$ cat src/common/pe_pkg.sv
package pe_pkg;

    localparam int DATA_W      = 8;
    localparam int COEF_W      = 8;
    localparam int IF_ADDR_W   = 6;
    localparam int FILT_ADDR_W = 4;
    localparam int PROD_W      = DATA_W + COEF_W;
    localparam int ACC_W       = 24;

    // Largest word count if_count can represent
    localparam int IF_MAX_WORDS = (1 << IF_ADDR_W) - 1;

    typedef logic [DATA_W-1:0]      data_t;
    typedef logic [COEF_W-1:0]      coef_t;
    typedef logic [PROD_W-1:0]      prod_t;
    typedef logic [ACC_W-1:0]       acc_t;
    typedef logic [IF_ADDR_W-1:0]   if_addr_t;
    typedef logic [FILT_ADDR_W-1:0] filt_addr_t;

    // Loader states
    typedef enum logic [1:0] {
        LD_IDLE,
        LD_READ,
        LD_DONE
    } load_state_e;

    // Address generator states
    typedef enum logic [2:0] {
        GEN_IDLE,
        GEN_WAIT_DATA,
        GEN_RUN,
        GEN_DRAIN,
        GEN_FINISH
    } gen_state_e;

endpackage

$ cat src/hdl/conv_pe_top.sv
`timescale 1ns/1ps

module conv_pe_top (
    input  logic               clk,
    input  logic               rst_n,
    input  logic               ifmap_start,
    input  logic               filt_start,
    input  logic               conv_start,
    input  logic               ifmap_empty,
    input  logic               ifmap_last,
    input  pe_pkg::data_t      ifmap_data,
    input  logic               filt_empty,
    input  pe_pkg::coef_t      filt_data,
    input  pe_pkg::filt_addr_t filt_len,
    input  pe_pkg::if_addr_t   stride,
    input  pe_pkg::acc_t       psum_in,
    input  logic               psum_add_en,
    input  logic               out_full,
    output logic               ifmap_rd,
    output logic               filt_rd,
    output pe_pkg::acc_t       out_data,
    output logic               out_wr,
    output logic               psum_done,
    output logic               full_done,
    output logic               stride_count_flag
);

    import pe_pkg::*;

    logic       if_wr_en;
    if_addr_t   if_waddr;
    if_addr_t   if_count;
    logic       if_ready;
    logic       filt_wr_en;
    filt_addr_t filt_waddr;
    logic       filt_ready;
    if_addr_t   if_raddr;
    filt_addr_t filt_raddr;
    logic       rd_en;
    logic       tap_valid;
    logic       first_tap;
    logic       last_tap;
    data_t      if_rdata;
    coef_t      filt_rdata;
    acc_t       result;
    logic       result_valid;
    logic       stall;

    ifmap_loader u_ifmap_loader (
        .clk         (clk),
        .rst_n       (rst_n),
        .ifmap_start (ifmap_start),
        .ifmap_empty (ifmap_empty),
        .ifmap_last  (ifmap_last),
        .ifmap_rd    (ifmap_rd),
        .wr_en       (if_wr_en),
        .wr_addr     (if_waddr),
        .if_count    (if_count),
        .if_ready    (if_ready)
    );

    filter_loader u_filter_loader (
        .clk        (clk),
        .rst_n      (rst_n),
        .filt_start (filt_start),
        .filt_empty (filt_empty),
        .filt_len   (filt_len),
        .filt_rd    (filt_rd),
        .wr_en      (filt_wr_en),
        .wr_addr    (filt_waddr),
        .filt_ready (filt_ready)
    );

    scratch_ram #(
        .ADDR_W (IF_ADDR_W),
        .WIDTH  (DATA_W)
    ) u_if_scratch (
        .clk     (clk),
        .wr_en   (if_wr_en),
        .wr_addr (if_waddr),
        .wr_data (ifmap_data),
        .rd_en   (rd_en),
        .rd_addr (if_raddr),
        .rd_data (if_rdata)
    );

    scratch_ram #(
        .ADDR_W (FILT_ADDR_W),
        .WIDTH  (COEF_W)
    ) u_filt_scratch (
        .clk     (clk),
        .wr_en   (filt_wr_en),
        .wr_addr (filt_waddr),
        .wr_data (filt_data),
        .rd_en   (rd_en),
        .rd_addr (filt_raddr),
        .rd_data (filt_rdata)
    );

    read_addr_gen u_read_addr_gen (
        .clk         (clk),
        .rst_n       (rst_n),
        .conv_start  (conv_start),
        .if_ready    (if_ready),
        .filt_ready  (filt_ready),
        .if_count    (if_count),
        .filt_len    (filt_len),
        .stride      (stride),
        .stall       (stall),
        .out_wr_last (out_wr),
        .if_raddr    (if_raddr),
        .filt_raddr  (filt_raddr),
        .rd_en       (rd_en),
        .tap_valid   (tap_valid),
        .first_tap   (first_tap),
        .last_tap    (last_tap),
        .run_active  (stride_count_flag),
        .full_done   (full_done)
    );

    mac_pipeline u_mac_pipeline (
        .clk          (clk),
        .rst_n        (rst_n),
        .stall        (stall),
        .tap_valid    (tap_valid),
        .first_tap    (first_tap),
        .last_tap     (last_tap),
        .if_data      (if_rdata),
        .coef         (filt_rdata),
        .psum_in      (psum_in),
        .psum_add_en  (psum_add_en),
        .result       (result),
        .result_valid (result_valid)
    );

    outbuf_writer u_outbuf_writer (
        .clk          (clk),
        .rst_n        (rst_n),
        .result       (result),
        .result_valid (result_valid),
        .out_full     (out_full),
        .out_data     (out_data),
        .out_wr       (out_wr),
        .psum_done    (psum_done),
        .stall        (stall)
    );

endmodule

$ cat src/hdl/filter_loader.sv
`timescale 1ns/1ps

module filter_loader (
    input  logic               clk,
    input  logic               rst_n,
    input  logic               filt_start,
    input  logic               filt_empty,
    input  pe_pkg::filt_addr_t filt_len,
    output logic               filt_rd,
    output logic               wr_en,
    output pe_pkg::filt_addr_t wr_addr,
    output logic               filt_ready
);

    import pe_pkg::*;

    load_state_e state;
    filt_addr_t  count;
    logic        rd_pend;

    assign filt_rd    = (state == LD_READ) && !rd_pend && !filt_empty;
    assign wr_en      = rd_pend;
    assign wr_addr    = count;
    assign filt_ready = (state == LD_DONE);

    always_ff @(posedge clk) begin
        if (!rst_n) begin
            state   <= LD_IDLE;
            rd_pend <= 1'b0;
            count   <= '0;
        end else if (filt_start) begin
            // Zero-length filter is ready at once
            state   <= (filt_len == '0) ? LD_DONE : LD_READ;
            rd_pend <= 1'b0;
            count   <= '0;
        end else begin
            rd_pend <= filt_rd;
            if (rd_pend) begin
                count <= count + 1'b1;
                if (filt_addr_t'(count + 1'b1) == filt_len) begin
                    state <= LD_DONE;
                end
            end
        end
    end

endmodule

$ cat src/hdl/ifmap_loader.sv
`timescale 1ns/1ps

module ifmap_loader (
    input  logic             clk,
    input  logic             rst_n,
    input  logic             ifmap_start,
    input  logic             ifmap_empty,
    input  logic             ifmap_last,
    output logic             ifmap_rd,
    output logic             wr_en,
    output pe_pkg::if_addr_t wr_addr,
    output pe_pkg::if_addr_t if_count,
    output logic             if_ready
);

    import pe_pkg::*;

    load_state_e state;
    logic        rd_pend;

    // At most one FIFO read in flight, word returns next cycle
    assign ifmap_rd = (state == LD_READ) && !rd_pend && !ifmap_empty;
    assign wr_en    = rd_pend;
    assign wr_addr  = if_count;
    assign if_ready = (state == LD_DONE);

    always_ff @(posedge clk) begin
        if (!rst_n) begin
            state    <= LD_IDLE;
            rd_pend  <= 1'b0;
            if_count <= '0;
        end else if (ifmap_start) begin
            state    <= LD_READ;
            rd_pend  <= 1'b0;
            if_count <= '0;
        end else begin
            rd_pend <= ifmap_rd;
            if (rd_pend) begin
                if_count <= if_count + 1'b1;
                // Last word of the stream, or scratchpad out of room
                if (ifmap_last || if_count == if_addr_t'(IF_MAX_WORDS - 1)) begin
                    state <= LD_DONE;
                end
            end
        end
    end

endmodule

$ cat src/hdl/mac_pipeline.sv
`timescale 1ns/1ps

module mac_pipeline (
    input  logic          clk,
    input  logic          rst_n,
    input  logic          stall,
    input  logic          tap_valid,
    input  logic          first_tap,
    input  logic          last_tap,
    input  pe_pkg::data_t if_data,
    input  pe_pkg::coef_t coef,
    input  pe_pkg::acc_t  psum_in,
    input  logic          psum_add_en,
    output pe_pkg::acc_t  result,
    output logic          result_valid
);

    import pe_pkg::*;

    logic  s1_valid;
    logic  s1_first;
    logic  s1_last;
    logic  s2_valid;
    logic  s2_first;
    logic  s2_last;
    logic  s3_done;
    prod_t prod_q;
    acc_t  acc_q;
    acc_t  acc_base;
    acc_t  psum_term;

    // First tap restarts the sum
    assign acc_base  = s2_first ? '0 : acc_q;
    assign psum_term = (s2_last && psum_add_en) ? psum_in : '0;

    // Tap flags, aligned with scratchpad data in s1
    always_ff @(posedge clk) begin
        if (!rst_n) begin
            s1_valid     <= 1'b0;
            s1_first     <= 1'b0;
            s1_last      <= 1'b0;
            s2_valid     <= 1'b0;
            s2_first     <= 1'b0;
            s2_last      <= 1'b0;
            s3_done      <= 1'b0;
            result_valid <= 1'b0;
        end else if (!stall) begin
            s1_valid     <= tap_valid;
            s1_first     <= tap_valid && first_tap;
            s1_last      <= tap_valid && last_tap;
            s2_valid     <= s1_valid;
            s2_first     <= s1_first;
            s2_last      <= s1_last;
            s3_done      <= s2_valid && s2_last;
            result_valid <= s3_done;
        end
    end

    always_ff @(posedge clk) begin
        if (!stall) begin
            if (s1_valid) begin
                prod_q <= prod_t'(if_data) * prod_t'(coef);
            end
            if (s2_valid) begin
                acc_q <= acc_base + acc_t'(prod_q) + psum_term;
            end
            // Snapshot before the next window overwrites acc_q
            if (s3_done) begin
                result <= acc_q;
            end
        end
    end

endmodule

$ cat src/hdl/outbuf_writer.sv
`timescale 1ns/1ps

module outbuf_writer (
    input  logic         clk,
    input  logic         rst_n,
    input  pe_pkg::acc_t result,
    input  logic         result_valid,
    input  logic         out_full,
    output pe_pkg::acc_t out_data,
    output logic         out_wr,
    output logic         psum_done,
    output logic         stall
);

    import pe_pkg::*;

    acc_t hold_data;
    logic hold_valid;
    logic take;

    assign out_wr    = hold_valid && !out_full;
    assign psum_done = out_wr;
    assign out_data  = hold_data;

    // Full holding slot and no room downstream freezes the pipe
    assign stall = hold_valid && out_full;
    assign take  = result_valid && !stall;

    always_ff @(posedge clk) begin
        if (!rst_n) begin
            hold_valid <= 1'b0;
        end else if (take) begin
            hold_valid <= 1'b1;
        end else if (out_wr) begin
            hold_valid <= 1'b0;
        end
    end

    always_ff @(posedge clk) begin
        if (take) begin
            hold_data <= result;
        end
    end

endmodule

$ cat src/hdl/read_addr_gen.sv
`timescale 1ns/1ps

module read_addr_gen (
    input  logic               clk,
    input  logic               rst_n,
    input  logic               conv_start,
    input  logic               if_ready,
    input  logic               filt_ready,
    input  pe_pkg::if_addr_t   if_count,
    input  pe_pkg::filt_addr_t filt_len,
    input  pe_pkg::if_addr_t   stride,
    input  logic               stall,
    input  logic               out_wr_last,
    output pe_pkg::if_addr_t   if_raddr,
    output pe_pkg::filt_addr_t filt_raddr,
    output logic               rd_en,
    output logic               tap_valid,
    output logic               first_tap,
    output logic               last_tap,
    output logic               run_active,
    output logic               full_done
);

    import pe_pkg::*;

    gen_state_e           state;
    if_addr_t             base;
    filt_addr_t           tap;
    if_addr_t             pending;
    logic                 issue_last;
    // Two spare bits so the window end check cannot wrap
    logic [IF_ADDR_W+1:0] next_end;

    assign run_active = (state == GEN_RUN);
    assign tap_valid  = run_active;
    assign first_tap  = run_active && (tap == '0);
    assign last_tap   = run_active && (tap == filt_len - 1'b1);
    assign if_raddr   = base + if_addr_t'(tap);
    assign filt_raddr = tap;
    assign rd_en      = tap_valid && !stall;
    assign issue_last = last_tap && !stall;

    // End of the window after the current one
    assign next_end = (IF_ADDR_W+2)'(base) + (IF_ADDR_W+2)'(stride)
                    + (IF_ADDR_W+2)'(filt_len);

    // Last write of the run, nothing else in flight
    assign full_done = (state == GEN_DRAIN) && out_wr_last && (pending == if_addr_t'(1));

    always_ff @(posedge clk) begin
        if (!rst_n) begin
            state   <= GEN_IDLE;
            base    <= '0;
            tap     <= '0;
            pending <= '0;
        end else begin
            // Windows issued but not yet written out
            case ({issue_last, out_wr_last})
                2'b10:   pending <= pending + 1'b1;
                2'b01:   pending <= pending - 1'b1;
                default: pending <= pending;
            endcase

            case (state)
                GEN_IDLE, GEN_FINISH: begin
                    state <= conv_start ? GEN_WAIT_DATA : GEN_IDLE;
                end
                GEN_WAIT_DATA: begin
                    base <= '0;
                    tap  <= '0;
                    if (if_ready && filt_ready) begin
                        // Too few words for even one window
                        if (filt_len == '0 || if_count < if_addr_t'(filt_len)) begin
                            state <= GEN_FINISH;
                        end else begin
                            state <= GEN_RUN;
                        end
                    end
                end
                GEN_RUN: begin
                    if (!stall) begin
                        if (last_tap) begin
                            tap  <= '0;
                            base <= base + stride;
                            if (next_end > (IF_ADDR_W+2)'(if_count)) begin
                                state <= GEN_DRAIN;
                            end
                        end else begin
                            tap <= tap + 1'b1;
                        end
                    end
                end
                GEN_DRAIN: begin
                    if (full_done) begin
                        state <= GEN_FINISH;
                    end
                end
                default: state <= GEN_IDLE;
            endcase
        end
    end

endmodule

$ cat src/hdl/scratch_ram.sv
`timescale 1ns/1ps

module scratch_ram #(
    parameter int ADDR_W = pe_pkg::IF_ADDR_W,
    parameter int WIDTH  = pe_pkg::DATA_W
) (
    input  logic              clk,
    input  logic              wr_en,
    input  logic [ADDR_W-1:0] wr_addr,
    input  logic [WIDTH-1:0]  wr_data,
    input  logic              rd_en,
    input  logic [ADDR_W-1:0] rd_addr,
    output logic [WIDTH-1:0]  rd_data
);

    logic [WIDTH-1:0] mem [1 << ADDR_W];

    always_ff @(posedge clk) begin
        if (wr_en) begin
            mem[wr_addr] <= wr_data;
        end
        // Output holds while rd_en is low
        if (rd_en) begin
            rd_data <= mem[rd_addr];
        end
    end

endmodule

$ cat config.mk
export PLATFORM = sky130hd
export DESIGN_NAME = conv_pe_top
export DESIGN_NICKNAME = d
export VERILOG_FILES = /design/src/common/pe_pkg.sv /design/src/hdl/conv_pe_top.sv /design/src/hdl/filter_loader.sv /design/src/hdl/ifmap_loader.sv /design/src/hdl/mac_pipeline.sv /design/src/hdl/outbuf_writer.sv /design/src/hdl/read_addr_gen.sv /design/src/hdl/scratch_ram.sv
export SDC_FILE = /design/constraint.sdc
export NUM_CORES = 1
export LEC_CHECK = 0
export ABC_AREA = 1
export BUFFER_PORTS_ARGS = -buffer_cell sky130_fd_sc_hd__buf_4
export CORE_MARGIN = 4
export CORE_UTILIZATION = 55
export DETAILED_ROUTE_END_ITERATION = 12
export HOLD_SLACK_MARGIN = 0.15
export PLACE_DENSITY = 0.71
export SLEW_MARGIN = 20
export SYNTH_ARGS = -nofsm -noshare
export SYNTH_HDL_FRONTEND = slang
export SYNTH_SLANG_ARGS = --single-unit
$ cat constraint.sdc
create_clock -name clk -period 8.46 [get_ports clk]
set_input_delay 0.423 -clock clk [delete_from_list [all_inputs] [get_ports clk]]
set_output_delay 0.423 -clock clk [all_outputs]
set_load 0.1 [all_outputs]
# Word level (Yosys, flattened, before mapping)
# Memories as Yosys holds them, arrays and structs flattened. A register that Yosys moved wholly into a read port is not among the register bits.
# Cells that the tools add are included.
[classes]
add_sub_neg = 12
multipliers = 1
div_mod_pow = 0
n_lt_le_gt_ge = 2
eq_ne = 19
shift = 0
muxes = 30
bitwise_logic = 2
reduce_logical = 48
[ops]
columns = ["cell", "n"]
rows = [
  ["24-bit 2-to-1 mux", 2],
  ["24-bit by 16-bit adder with 24-bit output", 1],
  ["24-bit adder", 1],
  ["6-bit case mux with 2 select lines", 2],
  ["1-bit logical AND", 18],
  ["3-bit 2-to-1 mux", 6],
  ["8-bit by 8-bit multiplier with 16-bit output", 1],
  ["2-bit AND reduction", 7],
  ["2-bit nonzero test", 7],
  ["6-bit by 1-bit adder with 6-bit output, second input constant", 2],
  ["6-bit 2-to-1 mux", 2],
  ["3-bit case mux with 4 select lines", 1],
  ["1-bit 2-to-1 mux", 10],
  ["4-bit by 1-bit adder with 4-bit output, second input constant", 2],
  ["8-bit by 4-bit adder with 8-bit output", 1],
  ["4-bit equality test", 2],
  ["8-bit by 6-bit > comparator with 1-bit output", 1],
  ["4-bit zero test", 2],
  ["2-bit 2-to-1 mux", 4],
  ["4-bit 2-to-1 mux", 2],
  ["2-bit != test, second input constant", 4],
  ["4-bit case mux with 2 select lines", 1],
  ["6-bit by 6-bit adder with 7-bit output", 1],
  ["6-bit by 4-bit adder with 6-bit output", 1],
  ["other kinds (19)", 33],
]
[word_totals]
ff_bits = 132
latchBits = 0
mem_bits_rw = 640
rom_bits = 0
output_inout_bits = 30
wordCells = 140
memories = 2
[mem_list]
columns = ["name", "depth", "width", "read_ports", "rd_clocked_by_memory_dff", "wr", "line", "text"]
rows = [
  ["u_if_scratch.mem", 64, 8, 1, 1, 1, "scratch_ram.sv:16", "logic [WIDTH-1:0] mem [1 << ADDR_W];"],
  ["u_filt_scratch.mem", 16, 8, 1, 1, 1, "scratch_ram.sv:16", ""],
]

# Longest topological paths before layout
[logic_depth]
depth_word = 7
ltp_mapped = 23
ltp_nobuf = 23

# Hierarchy
# From an unflattened synthesis, not the netlist that was laid out.
[hier_totals]
cells_unflattened = 3729
area_unflattened_um2 = 38055.2
[modules_own_cells]
columns = ["module", "instances", "cells_per_inst", "area_each_um2", "seq_area_each_um2"]
rows = [
  ["scratch_ram (u_if_scratch)", 1, 1805, 21419.3, 15615.0],
  ["mac_pipeline", 1, 905, 6961.7, 2082.0],
  ["scratch_ram (u_filt_scratch)", 1, 551, 5853.1, 4083.9],
  ["read_addr_gen", 1, 300, 2093.3, 380.4],
  ["outbuf_writer", 1, 34, 785.8, 740.7],
  ["ifmap_loader", 1, 57, 473.0, 180.2],
  ["filter_loader", 1, 77, 469.2, 140.1],
]

# Worst setup path after synthesis
# No wires, ideal clock.
[synth_timing]
path_kind = "in2out"
start = "in out_full"
end = "out full_done"
t_arrival_ns = 4.148
required_time_ns = 8.037
path_slack_ns = 3.889
cell_stages = 3
path_buffers = 0
path_cell_list = "nor2_1 nand4_1 nor3_1"
[synth_via]
elab_chain_cells = 4
[synth_lines]
columns = ["element", "line", "text"]
rows = [
  ["start: declaration", "conv_pe_top.sv:18", "input logic out_full,"],
  ["1-bit zero test", "outbuf_writer.sv:21", "assign out_wr = hold_valid && !out_full;"],
  ["1-bit logical AND", "outbuf_writer.sv:21", ""],
  ["1-bit logical AND (2 in a row)", "read_addr_gen.sv:48", "assign full_done = (state == GEN_DRAIN) && out_wr_last && (pending == if_addr_t'(1));"],
  ["end: declaration", "conv_pe_top.sv:24", "output logic full_done,"],
]
# Every way passes these cells.

# Worst setup path after layout
[layout_timing]
start = "reg u_read_addr_gen.tap[1], in the netlist u_read_addr_gen.filt_raddr[1]"
end = "reg u_if_scratch.rd_data[5], read port of u_if_scratch.mem, data pin"
[layout_via]
elab_chain_cells = 1
[layout_lines]
columns = ["element", "line", "text"]
rows = [
  ["start: declaration", "read_addr_gen.sv:28", "filt_addr_t tap;"],
  ["start signal: assignment", "read_addr_gen.sv:89", "tap <= tap + 1'b1;"],
  ["6-bit by 4-bit adder with 6-bit output", "read_addr_gen.sv:38", "assign if_raddr = base + if_addr_t'(tap);"],
  ["end: declaration", "scratch_ram.sv:13", "output logic [WIDTH-1:0] rd_data"],
]
# Every way passes these cells.
# A chain may end at the register's enable or synchronous reset.

==> results_dict.tcl <==
set metrics [dict create \
    status "complete, no violations" \
    crit_arrival_ns 5.15 \
    syn_nets 3403 \
    cts_tree "yes" \
    synth_area_leaders "edfxtp_1, nor2_1, o21ai_0" \
    dpl_cell_area_um2 37100 \
    overflow 0 \
    report.final.slew_viol_count 0 \
    initial_utilization 0.5558 \
    die_y_um 263.5 \
    synth_cell_types 41 \
    stdcell_count 4147 \
    totalWireLength_mm 84.68 \
    nets 3448 \
    hold_viol_final 0 \
    switchingPower_uw 3119 \
    cap_violations 0 \
    worstPathRequired_ns 8.81 \
    gp_congestion 0.8949 \
    ys.flop_type "edfxtp_1" \
    diodes 0 \
    dieArea_um2 69420 \
    postSynthCellCount 3185 \
    p_seq_frac 0.430 \
    async_reset_ff_frac 0 \
    crit_slowest_cell "fa_4" \
    post_cts_buffers 0 \
    drt_iter0_markers 2647 \
    holdWs_ns 0.1976 \
    path_cells "buf_4 > fa_4 > clkinv_2 > o21ai_1 > o22ai_1 > nand2_1 > nand3_1 > nand3_1 > nand3_1 > and2_1" \
    vias_per_cell 5.821 \
    hp-class "input pin to flop" \
    cts_sinks 788 \
    cts_htree_levels 3 \
    grtUsageTotal 0.2396 \
    hp-start "ifmap_last" \
    pre_cts_slack_ns 3.886 \
    skew_ns 0.02475 \
    ir_drop_mv 0.1888 \
    dp_cells 3991 \
    finalSetupTns_ns 0 \
    reg2reg_from "u_read_addr_gen.filt_raddr[1]" \
    area_growth_syn_to_layout_pct 10.89 \
    place_hpwl_mm 52.30 \
    die_w_um 263.5 \
    crit_top_cell "nand3_1" \
    synth.avg_cell_area_um2 11.27 \
    final_cell_area_um2 39800 \
    period_minus_slack_ns 4.799 \
    syn_area_um2 35900 \
    worst-r2r-setup-slack_ns 3.66 \
    r2r_cells 10 \
    grt_max_degree 209 \
    internal_power_uw 7359 \
    critPathKind "flop to flop" \
    fillers 5024 \
    yosysWarnings 0 \
    max_stage_delay_ns 1.52 \
    yosys.area.top_type "edfxtp_1" \
    ios 90 \
    cts_buffer_depth 3 \
    reg2reg_to "u_if_scratch.rd_data[5]" \
    drive_gt1_frac 0.07321 \
    first_pass_iters 6 \
    port_buffers 89 \
    postRouteAntennaNets 0 \
    crit_path_max_fanout 91 \
    synth-edff-count 744 \
    drc_errors 0 \
    synth_top_area_share 0.6224 \
    clockRootBuffer "clkbuf_16" \
    cp-end-kind "flop" \
    comb_power_share 0.238 \
    yosys_register_bits 788 \
    cts_buffers 79 \
    setup_violations 0 \
    max-slew-margin-rel 0.2237 \
    period_share 0.5673 \
    max_freq_ghz 0.2084 \
    coreArea_um2 64580 \
    whs_path_depth 4 \
    vias 24140 \
    clkTransAtPathRegs_ns 0.06 \
    wl_per_cell_um 20.42 \
    grt_antenna_before_repair 0 \
    core.rowCount 93 \
    fin_ws_ns 3.661 \
    switching_share 0.2977 \
    clk_latency_ns 0.63 \
    grt_pass1_wl_mm 131.7 \
    rsz0062_at_grt "false" \
    min_to "u_ifmap_loader.state[0]" \
    pwr-share-clk 0.332 \
    grt_pass1_vias 23600 \
    startpoint_type "flop" \
    ys_seq_area_frac 0.6469 \
    leakagePower_uw 0.01486 \
    power.density_nw_per_um2 263.2 \
    worstMarginPinSlew_ns 1.158 \
]
-- cells in the final DEF, fill, tap and decap left out, types with 11 or more instances in the layout --
master	instances
clkbuf_16	83
ha_1	101
edfxtp_1	744
nor2_1	536
clkbuf_1	16
fa_1	55
o21ai_0	305
nand4_1	14
dfxtp_1	43
clkinv_2	13
nor3_1	11
xnor2_1	20
dlygate4sd3_1	13
nand2_1	387
nand3_1	147
buf_4	105
inv_1	276
o211ai_1	71
o21ai_1	57
o221ai_1	11
xor2_1	28
a21oi_1	77
clkinv_1	16
o22ai_1	90
-- per-layer routing --
layer / vias up / wire length, um / global-route usage
met3: 179 / 7221 / 0.03972
li1: 11210 / - / -
met5: - / 0 / 0
met4: 0 / 2972 / 0.09014
met2: 1081 / 39560 / 0.3770
met1: 11670 / 34920 / 0.3397
-- logic make-up after synthesis --
family / Yosys count / synth area share
AO/OA/AOI/OAI: 633 / 0.09899
buffers and inverters: 437 / 0.04970
AND/OR/NAND/NOR: 1118 / 0.1247
XOR/XNOR: 51 / 0.01286
adder cells (fa/ha/maj): 158 / 0.06678
flip-flops: 788 / 0.6469
-- Yosys cell counts, drive strengths merged (2+ instances only) --
| master | count |
|---|---|
| o2111ai | 2 |
| o31ai | 2 |
| o211ai | 71 |
| dfxtp | 44 |
| o21ai | 363 |
| or2 | 3 |
| nor3 | 14 |
| a31oi | 6 |
| clkbuf | 76 |
| o22ai | 90 |
| nand3b | 2 |
| nand4 | 14 |
| xor2 | 30 |
| nand2 | 387 |
| edfxtp | 744 |
| ha | 102 |
| nor4 | 5 |
| o221ai | 11 |
| fa | 56 |
| a21oi | 78 |
| inv | 281 |
| and2 | 7 |
| buf | 79 |
| nand3 | 147 |
| o21bai | 2 |
| xnor2 | 21 |
| a211oi | 4 |
| nor2 | 539 |
-- how the worst max path moves through the flow --
stage                                              from  slack (ns)  cells after the start                 endpoint
after floorplan                                out_full        3.89                      3                full_done
after global placement    u_read_addr_gen.filt_raddr[1]        4.03                     10  u_if_scratch.rd_data[0]
after detailed placement  u_read_addr_gen.filt_raddr[1]        3.89                     10  u_if_scratch.rd_data[0]
after CTS                 u_read_addr_gen.filt_raddr[1]        3.88                     10  u_if_scratch.rd_data[0]
after global routing      u_read_addr_gen.filt_raddr[1]        3.43                     10  u_if_scratch.rd_data[5]
final                     u_read_addr_gen.filt_raddr[1]        3.66                     10  u_if_scratch.rd_data[5]
-- registers in the layout, indices dropped and copies added (netlist names), 6 cells and up --
register,flops
u_filt_scratch.rd_data,8
u_mac_pipeline.prod_q,16
u_mac_pipeline.result,24
u_read_addr_gen.pending,6
u_if_scratch.rd_data,8
u_read_addr_gen.base,6
u_ifmap_loader.if_count,6
u_outbuf_writer.out_data,24
u_filt_scratch.mem,128
u_if_scratch.mem,512
u_mac_pipeline.acc_q,24
-- metrics by stage --
step | total power (uW) | util
6_report | 10480 | 0.6164
2_1_floorplan | 6425 | -
3_5_place_dp | 7063 | 0.5745
3_3_place_gp | 7026 | 0.5744
4_1_cts | 10510 | 0.6163
5_1_grt | 11030 | 0.6164
-- layout make-up --
cell class | instances | area [um2] | share of cell area
well taps | 855 | 1070 | 0.02688
clock inverters | 42 | 402.9 | 0.01012
flip-flops and latches | 788 | 23220 | 0.5834
repair buffers | 119 | 938.4 | 0.02358
inverters | 282 | 1065 | 0.02675
clock buffers | 101 | 2165 | 0.05438
multi-input cells | 1960 | 10940 | 0.2749
-- worst max-delay path, delay by kind of cell (launching register included) --
kind                     cells  cell delay [ns]
AO/OA/AOI/OAI                2             0.52
flip-flops                   1             0.30
AND/OR/NAND/NOR              5             0.76
buffers and inverters        2             1.36
adder cells (fa/ha/maj)      1             1.52
-- timing repair --
action,4_1_cts,5_1_grt
endpoints found under the hold margin,136,0
hold buffers,13,0
resized for setup,0,0
endpoints found under the setup margin,0,0
-- power by group through the flow --
stage	sequential (uW)	combinational [uW]	clock, uW
final	4510	2490	3480
after global routing	4510	2840	3680
after CTS	4510	2490	3510
after detailed placement	4590	2470	0
after global placement	4590	2440	0
after floorplan	4550	1880	0
(Power assumes the default switching activity.)
